**config.mk**
```make
export PLATFORM = sky130hd
export DESIGN_NAME = ahbDecoder
export DESIGN_NICKNAME = d
export VERILOG_FILES = /design/src/hdl/ahbMemPkg.sv /design/src/hdl/ahbDecoder.sv
export SDC_FILE = /design/constraint.sdc
export NUM_CORES = 1
export LEC_CHECK = 0
export BUFFER_PORTS_ARGS = -buffer_cell sky130_fd_sc_hd__buf_2
export CAP_MARGIN = 20
export CORE_AREA = 2 2 91 93
export CTS_CLUSTER_DIAMETER = 50
export CTS_CLUSTER_SIZE = 16
export DETAILED_ROUTE_END_ITERATION = 8
export DIE_AREA = 0 0 93 95
export PLACE_DENSITY = 0.48
export SLEW_MARGIN = 20
export SYNTH_ARGS = -nofsm -noshare
export SYNTH_HDL_FRONTEND = slang
export SYNTH_SLANG_ARGS = --single-unit
```
**constraint.sdc**
```tcl
create_clock -name HCLK -period 1.5 [get_ports HCLK]
set_input_delay 0.3 -clock HCLK [delete_from_list [all_inputs] [get_ports HCLK]]
set_output_delay 0.3 -clock HCLK [all_outputs]
set_load 0.02 [all_outputs]
```
**src/hdl/ahbMemPkg.sv**
```systemverilog
// Shared bus width, address map, transfer codes and AHB-Lite structs, imported by every RTL block

package ahbMemPkg;

  ////////////////////////////////////////////////////////////////////////////
  // Bus geometry and address map
  ////////////////////////////////////////////////////////////////////////////

  // Data bus width in bits, one 64-bit word per beat
  localparam int XLEN = 64;

  // Large RAM region, 64 KiB starting at the usual RISC-V DRAM base
  localparam logic [31:0] RAM0_BASE  = 32'h8000_0000;
  localparam logic [31:0] RAM0_RANGE = 32'h0001_0000;

  // Scratch RAM region, 4 KiB
  localparam logic [31:0] RAM1_BASE  = 32'h1000_0000;
  localparam logic [31:0] RAM1_RANGE = 32'h0000_1000;

  ////////////////////////////////////////////////////////////////////////////
  // AHB-Lite transfer types
  ////////////////////////////////////////////////////////////////////////////

  // IDLE and BUSY carry no data phase, NONSEQ and SEQ start one
  localparam logic [1:0] HTRANS_IDLE   = 2'b00;
  localparam logic [1:0] HTRANS_BUSY   = 2'b01;
  localparam logic [1:0] HTRANS_NONSEQ = 2'b10;
  localparam logic [1:0] HTRANS_SEQ    = 2'b11;

  ////////////////////////////////////////////////////////////////////////////
  // Bus structs
  ////////////////////////////////////////////////////////////////////////////

  // Address phase as driven by the master
  // The master keeps it stable for as long as HREADY is low
  typedef struct packed {
    logic [31:0] haddr;
    logic        hwrite;
    logic [1:0]  htrans;
  } ahbAddrPhase;

  // Data phase response of one slave back to the decoder
  // hresp low is OKAY and high is ERROR
  typedef struct packed {
    logic [XLEN-1:0] hrdata;
    logic            hreadyout;
    logic            hresp;
  } ahbSlaveResp;

endpackage

```
**src/hdl/ahbDecoder.sv**
```systemverilog
// Address decoder, data-phase response mux and default ERROR slave, instantiated once in the top level
`timescale 1ns/10ps

module ahbDecoder (
  input  logic                          HCLK,
  input  logic                          rstN,
  input  ahbMemPkg::ahbAddrPhase        addrPhase,
  input  logic                          HREADY,
  input  ahbMemPkg::ahbSlaveResp        ram0Resp,
  input  ahbMemPkg::ahbSlaveResp        ram1Resp,
  output logic                          ram0Sel,
  output logic                          ram1Sel,
  output logic [ahbMemPkg::XLEN-1:0]    HRDATA,
  output logic                          HREADYOUT,
  output logic                          HRESP
);

  import ahbMemPkg::*;

  logic        xferActive;
  logic        defHit;
  logic        ownRam0;
  logic        ownRam1;
  logic        defPending;
  logic        errState;
  ahbSlaveResp defResp;
  ahbSlaveResp selResp;

  ////////////////////////////////////////////////////////////////////////////
  // Address decode
  ////////////////////////////////////////////////////////////////////////////

  // Selects come from the address alone, as in AHB-Lite
  // The slaves check htrans themselves
  assign ram0Sel = (addrPhase.haddr >= RAM0_BASE) &&
                   (addrPhase.haddr < RAM0_BASE + RAM0_RANGE);
  assign ram1Sel = (addrPhase.haddr >= RAM1_BASE) &&
                   (addrPhase.haddr < RAM1_BASE + RAM1_RANGE);

  // Only NONSEQ and SEQ carry a data phase the default slave must fail
  always_comb begin
    case (addrPhase.htrans)
      HTRANS_NONSEQ, HTRANS_SEQ: xferActive = 1'b1;
      HTRANS_IDLE, HTRANS_BUSY:  xferActive = 1'b0;
    endcase
  end

  // An active transfer outside both regions goes to the default slave
  assign defHit = xferActive & ~ram0Sel & ~ram1Sel;

  ////////////////////////////////////////////////////////////////////////////
  // Data phase ownership and ERROR sequencer
  ////////////////////////////////////////////////////////////////////////////

  // Owner flags advance with HREADY, like every address-phase register
  // With all flags clear the default slave is idle and answers ready and OKAY
  always_ff @(posedge HCLK or negedge rstN) begin
    if (!rstN) begin
      ownRam0    <= 1'b0;
      ownRam1    <= 1'b0;
      defPending <= 1'b0;
    end else if (HREADY) begin
      ownRam0    <= ram0Sel;
      ownRam1    <= ram1Sel;
      defPending <= defHit;
    end
  end

  // Two states for a failing transfer
  // errState low is the wait cycle, high is the closing cycle
  always_ff @(posedge HCLK or negedge rstN) begin
    if (!rstN) begin
      errState <= 1'b0;
    end else begin
      errState <= defPending & ~errState;
    end
  end

  // ERROR needs HRESP high for two cycles with HREADY low in the first
  assign defResp = '{hrdata: '0, hreadyout: ~defPending | errState, hresp: defPending};

  ////////////////////////////////////////////////////////////////////////////
  // Response mux
  ////////////////////////////////////////////////////////////////////////////

  always_comb begin
    if (ownRam0) begin
      selResp = ram0Resp;
    end else if (ownRam1) begin
      selResp = ram1Resp;
    end else begin
      selResp = defResp;
    end
  end

  assign HRDATA    = selResp.hrdata;
  assign HREADYOUT = selResp.hreadyout;
  assign HRESP     = selResp.hresp;

endmodule

```
==> Yosys cells after proc, flatten, opt, wreduce, memory -nomap -nowiden <==
Index checks and enable logic that the tools add are counted.
{ "totals": {"ff_bits": 4, "out_inout_bits": 68} }
{ "classes": {"n_eq_ne": 3, "n_lt_le_gt_ge": 4, "reduce_logical": 5, "muxes": 3, "bitwise_logic": 8} }
{ "op_table": {"columns": ["op", "n"], "rows": [
  ["$mux 66", 2],
  ["$ge 32x29->1 const B", 1],
  ["$ge 32x32->1 const B", 1],
  ["$lt 32x29->1 const B", 1],
  ["$lt 32x32->1 const B", 1],
  ["$eq 2x2->1 const B", 2],
  ["$not 1->1", 4],
  ["$reduce_or 2->1", 2],
  ["$and 1x1->1", 3],
  ["$eq 2x1->1 const B", 1],
  ["$logic_and 1x1->1", 2],
  ["$logic_not 2->1", 1],
  ["$pmux 1 s2", 1],
  ["$or 1x1->1", 1]
]} }

==> Depth between registers and ports, before layout <==
Gate-level depths: netlist of run 1.
{ "logic_depth": {"depth_word": 5, "mapped_depth": 5, "ltp_nobuf": 3} }

==> Worst setup path before layout of run 1 <==
No wires, ideal clock.
{ "synth_timing": {"path_type": "register to output", "start": "register ownRam0", "end": "output HRDATA[57] (netlist name)", "stages_incl_launch_ff": 4, "required_time_ns": 1.200, "slack_ns": 0.009, "n_path_buf": 2, "arrival_time_ns": 1.191, "cell_sequence": "dfrtp_1 > buf_2 > clkbuf_1 > o21ai_0"} }
{ "synth_between": {"elab_chain_len": 1} }
{ "synth_lines": {"columns": ["item", "line_no", "rtl"], "rows": [
  ["from (decl)", "ahbDecoder.sv:22", "logic ownRam0;"],
  ["from (signal assigned)", "ahbDecoder.sv:63", "ownRam0 <= ram0Sel;"],
  ["$mux 66", "ahbDecoder.sv:87", "if (ownRam0) begin"],
  ["to (decl)", "ahbDecoder.sv:13", "output logic [ahbMemPkg::XLEN-1:0] HRDATA,"]
]} }
Every way passes these cells.

==> Worst setup path in the final report of run 1 <==
{ "layout_timing": {"start": "register ownRam1", "end": "output HRDATA[17] (netlist name)"} }
{ "layout_between": {"elab_chain_len": 2} }
{ "layout_lines": {"columns": ["item", "line_no", "rtl"], "rows": [
  ["from (decl)", "ahbDecoder.sv:23", "logic ownRam1;"],
  ["from (signal assigned)", "ahbDecoder.sv:64", "ownRam1 <= ram1Sel;"],
  ["$mux 66", "ahbDecoder.sv:89", "end else if (ownRam1) begin"],
  ["$mux 66", "ahbDecoder.sv:87", null]
]} }
Every way passes these cells.

==> run metrics, run 1 <==
Placed Cells=435; grt ovf=0; ys flop type=dfrtp_1; most frequent cell after synthesis=a22o_1; Yosys warnings=0; top-area cell type share of the netlist area=54.9%; height of the die=95 um; syn_nets=284; Final Non-Filler Cells=443; DP HPWL=4400 um; area leader, netlist=a22o_1; largest cells by area after synthesis=a22o_1 55%, dfrtp_1 10%, buf_8 9.1%; Via-to-Cell Ratio=4.27; synth cell count leaders=62 x a22o_1, 7 x clkbuf_1, 7 x nand2_1; clock latency at the later pin of the worst-skew pair=0.21 ns; Antenna Cells=0; sequential area share after synthesis=10.1%; WP buf/inv=3; pin count of the biggest net entering global routing=40; Final #Nets=509; DRT Pass-1 Iters=2; Tot GR Track Use=10.1%; vias in the first global route=1636; Hold Path Class=in -> reg; Die ar.=8840 sq um; count of different cell masters after synthesis=23; violated checks=negative setup slack; Critical Path Max Stage Delay=0.38 ns; WL final=5770 um; DRT iter0 DRCs=28; Ports=238; Max Clk Rate=600 MHz; PwrDens=224 nW/um^2; max-slew violations=0; Die Wd=93 um; maximum fanout along the worst path=12; CP max-delay cell=dfrtp_1; Post-synth EDFFs=0; Seq cells post-synth=4; measured slew at the worst slew-check pin=0.309 ns; routability cong.=0.732; post-place setup slack=-0.0433 ns; Initial Utilization=12.5%; leakage power=0.00147 uW; first-pass GRT wire length=7270 um; clk buf depth=2; cell family with most CP delay=buffers and inverters; final period utilization=111%; share of post-route cells with drive strength above 1=72.8%; CTS Buf Count=3; Core Box Area=7930 sq um; final setup vio count=64; run status=complete, but fails checks; Final Critical Period=1.67 ns; syn_area_per_cell=8.67 sq um; Final Hold Viols=0; CTS root buf=clkbuf_8; CP endpoint kind=output port; initial antenna violation count=0; H-tree levels=1; DRC errors left=0; crit path kind=reg -> out; Worst VDD drop=0.281 mV; Final Skew=0.000000722 ns; synthesized area=988 sq um; Syn Inst Count=114; Worst Path Arrival=1.37 ns; num rows=33; worst path cell trace=nor2b_4, buf_12, clkbuf_16, a22o_1, buf_6; PortBufs=223; TritonCTS clock tree=done; RSZ-0062 raised after global routing=yes; clock transition at the registers of the reported paths=0.03 ns; via count=1891; final core utilization=35.1%; Rel. slew slack=79.2%; Hold WS=0.395 ns; area grow syn2layout=181%; Req. time, crit path=1.20 ns; max-capacitance violation count=0; ys async rst share=100%; setup ws final=-0.166 ns; WL/cell=13.0 um; CTS Sinks=4; Worst Setup Start Kind=flip-flop; Routed Antenna Nets=0
## path summary, 6_finish.rpt
path	startpoint	endpoint	slack, ns	cells past startpoint
setup / recovery	ownRam1	HRDATA[17]	-0.17	5
hold / removal	HREADY	defPending	0.40	2
setup reg to reg	ownRam0	ownRam0	0.33	3
hold reg to reg	errState	errState	0.41	1
max in group asynchronous	rstN	ownRam0	0.95	2
min in group asynchronous	rstN	ownRam1	0.42	2
## cells in the final DEF (no fill, tap or decap), drive strengths merged
cell type	synthesis	layout
buf	8	232
a22o	62	62
nand2	7	7
clkbuf	7	6
nor2b	5	5
o21ai	4	4
nor4	4	4
dfrtp	4	4
nor2	2	2
inv	1	1
or2b	1	1
o31ai	1	1
mux2i	1	1
and4	1	1
and3	1	1
and2	1	1
a41o	1	1
a211o	1	1
o221ai	1	1
a31o	1	1
dlygate4sd3	0	1
## timing repair
action | in CTS | in global routing
hold buffers | 1 | 0
hold endpoints to repair | 4 | 0
setup buffers | 0 | 1
pin swaps | 4 | 1
gates cloned | 0 | 2
gates resized for setup | 92 | 48
endpoints found under the setup margin | 65 | 68
## where the power goes
group	total, uW	internal, uW	switching [uW]
Sequential	119	116	3.15
Combinational	269	168	101
Clock	233	181	52.1
## area by class of cell
type	instances	area [sq um]
inverter	1	3.75
sequential	4	101
timing repair buffer	235	1700
fill	814	5150
clock buffer	4	45.0
multi-input combinational	94	802
tap	105	131
## state kept, by name, summed over array words and instances (netlist names)
name and count:
ownRam0 1, ownRam1 1, defPending 1, errState 1
## metal layers
layer  GRT usage [%]  wire length [um]  up-vias  share of wire [%]
met4            1.10                 0        0                  0
met5               0                 0        -                  0
met2            20.5              3150      130                 55
li1                -                 -      927                  -
met3            2.31               565        0                9.8
met1            10.9              2060      834                 36
## per-stage QoR
stage	setup TNS, ns	total power [uW]	instance area, sq um
global route	-11.82	659	2780
detailed placement	-0.0663	365	2190
finish	-9.01	621	2780
floorplan	0	149	988
CTS	-9.20	618	2540
global placement	-0.0382	361	2190
## cells by family after synthesis
logic type	after synthesis	synth area share [%]
compound gates	71	61.4
simple gates	22	12.8
buf+inv	16	14.7
flops	4	10.1
mux	1	1.01
(Power assumes the default switching activity.)
==> run 2: changes to the inputs <==
ABC_AREA = 1   (was unset)
CORE_AREA = 2 2 93 95   (was 2 2 91 93)
DIE_AREA = 0 0 95 97   (was 0 0 93 95)
PLACE_DENSITY = 0.5   (was 0.48)
==> run metrics, run 2 <==
run status=complete, but fails checks; violated checks=negative setup slack; Core Box Area=8130 sq um (+2.6%); area leader, netlist=nand2_1; RSZ-0062 raised after global routing=yes; vias in the first global route=2310 (+41%); Seq cells post-synth=4 (unchanged); height of the die=97 um (+2.1%); share of post-route cells with drive strength above 1=55.9% (-17 points); Placed Area=2480 sq um (+13%); most common cell after layout, fill and taps aside=buf_2; Die ar.=9220 sq um (+4.3%); final instance area=3120 sq um (+12%); top-area cell type share of the netlist area=41.9% (-13 points); crit path kind=reg -> out; sw power=463 uW (+200%); Final #Nets=656 (+29%); overall power=1170 uW (+89%); CP endpoint kind=output port; area grow syn2layout=143%; sequential area share after synthesis=7.81% (-2.3 points); post-place setup slack=0.0836 ns (+0.127 ns); max-capacitance violation count=0 (unchanged); measured slew at the worst slew-check pin=0.215 ns (-0.0940 ns); syn_area_per_cell=4.73 sq um (-45%); Worst VDD drop=0.426 mV (+51%); Max Clk Rate=649 MHz (+8.2%); Yosys warnings=0 (unchanged); num rows=33 (unchanged); Hold Path Class=in -> reg; Req. time, crit path=1.20 ns (about the same); Routed Antenna Nets=0 (unchanged); clock latency at the later pin of the worst-skew pair=0.22 ns (about the same); clock transition at the registers of the reported paths=0.03 ns (about the same); H-tree levels=1 (unchanged); Final Critical Period=1.54 ns (-0.126 ns); Clk pwr share=20.5% (-17 points); DRT iter0 DRCs=42 (+50%); TritonCTS clock tree=done; ys async rst share=100% (unchanged); initial antenna violation count=0 (unchanged); routability cong.=0.709 (-3.1%); first-pass GRT wire length=10200 um (+40%); clk buf depth=2 (unchanged); PwrDens=376 nW/um^2 (+68%); final period utilization=103% (-8.4 points); Worst R2R End=ownRam0; pin count of the biggest net entering global routing=40 (unchanged); CTS Buf Count=3 (unchanged); setup ws final=-0.0398 ns (+0.126 ns); Combinational Power Share=69.2% (+26 points); max-slew violations=0 (unchanged); Initial Utilization=15.8% (+3.3 points); Antenna Cells=0 (unchanged); P_int=709 uW (+52%); most frequent cell after synthesis=nand2_1; DRT Pass-1 Iters=4 (+2); final setup vio count=44 (-31%); ys flop type=dfrtp_1; synth cell count leaders=143 x nand2_1, 67 x nand3_1, 14 x nor2_1; Setup crit start=ownRam0; Setup TNS Final=-0.627 ns (+8.39 ns); Ports=238 (unchanged); count of different cell masters after synthesis=19 (-17%); Worst Path Arrival=1.24 ns (-0.13 ns); grt ovf=0 (unchanged); CTS root buf=clkbuf_8; Worst R2R Setup Slack=0.59 ns (+0.26 ns); WL final=6950 um (+20%); Rel. slew slack=85.6% (+6.5 points); Worst Setup Start Kind=flip-flop; Tot GR Track Use=13.4% (+3.2 points); Via-to-Cell Ratio=4.25 (-0.34%); Critical Path End=HRDATA[1]; via count=2510 (+33%); CTS Sinks=4 (unchanged); largest cells by area after synthesis=nand2_1 42%, nand3_1 26%, dfrtp_1 7.8%; Syn Inst Count=271 (+140%); sequential power share=10.3% (-8.8 points); WL/cell=11.8 um (-9.6%); leakage power=0.00183 uW (+24%); syn_nets=441 (+55%); R2R depth=3 (unchanged); Die Wd=95 um (+2.2%); most frequent cells in the layout=157 x buf_2, 128 x nand2_1, 65 x buf_6, 53 x nand3_1, 15 x nand2_2; Final Hold Viols=0 (unchanged); Worst R2R Start=ownRam0; synthesized area=1280 sq um (+30%); DP HPWL=4930 um (+12%); Sw Ratio=39.5% (+14 points); maximum fanout along the worst path=19 (+7); Hold WS=0.310 ns (-0.0850 ns); PortBufs=223 (unchanged); Post-synth EDFFs=0 (unchanged); Final Skew=0.0000439 ns (+0.0000432 ns); DRC errors left=0 (unchanged)
-- run 2: cell types whose count changed after synthesis, sizes merged, moves of 2 or more --
| cell | change |
|---|---|
| nor2b | -5 |
| inv | +9 |
| clkbuf | -2 |
| nand3 | +68 |
| o21ai | -3 |
| nor2 | +14 |
| or2 | +2 |
| buf | +9 |
| nor4 | -4 |
| o211ai | +2 |
| nand2 | +136 |
| a22o | -62 |
-- run 2: repair_timing --
| action | in CTS | in global routing |
|---|---|---|
| endpoints found under the setup margin | 66 | 66 |
| hold buffers | 1 | 0 |
| setup buffers | 2 | 0 |
| pin swaps | 0 | 12 |
| hold endpoints to repair | 4 | 0 |
| resized for setup | 106 | 63 |
| cloned | 2 | 0 |
-- run 2: power groups by stage --
stage / Sequential [uW] / Combinational, uW / Clock [uW]
after CTS: 121 / 787 / 250
after detailed placement: 120 / 632 / 0
after floorplan: 118 / 315 / 0
after global placement: 120 / 630 / 0
after global routing: 122 / 880 / 257
final: 121 / 811 / 240
-- run 2: cell type report --
type	instances	area (sq um)
well taps	105	131
fillers	865	5020
clock buffers	4	45.0
repair buffers	232	1680
flip-flops and latches	4	103
multi-input cells	235	1110
inverters	10	42.5
-- run 2: metal layers --
layer  share of wire, %  GRT usage (%)  vias to the layer above
li1                   -              -                     1289
met1                 37           14.0                     1080
met5                  0              0                        -
met3                9.2           2.88                        4
met4               0.52           1.56                        0
met2                 53           26.9                      137
-- run 2: worst min-delay path by stage --
stage | end | start | slack, ns | cells after the start
2_1_floorplan | defPending | rstN | 0.004 | 0
3_3_place_gp | defPending | rstN | 0.11 | 1
3_5_place_dp | defPending | rstN | 0.12 | 1
4_1_cts | ownRam1 | HREADY | 0.31 | 2
5_1_grt | ownRam1 | HREADY | 0.33 | 2
6_report | ownRam1 | HREADY | 0.31 | 2
-- run 2: logic make-up (layout without fill, tap and decap cells) --
group                  Yosys count  after routing  share of synthesized area [%]
and+or+nand+nor                231            231                           75.9
buffers and inverters           32            246                           14.4
AOI/OAI and AO/OA                4              4                           1.95
DFF                              4              4                           7.81
-- run 2: stage by stage --
stage,std cells,util (%)
final,590,38.3
after global routing,590,38.3
after CTS,592,36.3
after detailed placement,583,30.5
after global placement,583,30.5
after floorplan,271,-
-- run 2: worst max-delay path, cell delays in order, from the launching register on --
cell	delay, ns
dfrtp_2	0.44
clkinv_4	0.11
buf_12	0.16
nand3_1	0.08
nand2_1	0.09
buf_6	0.12
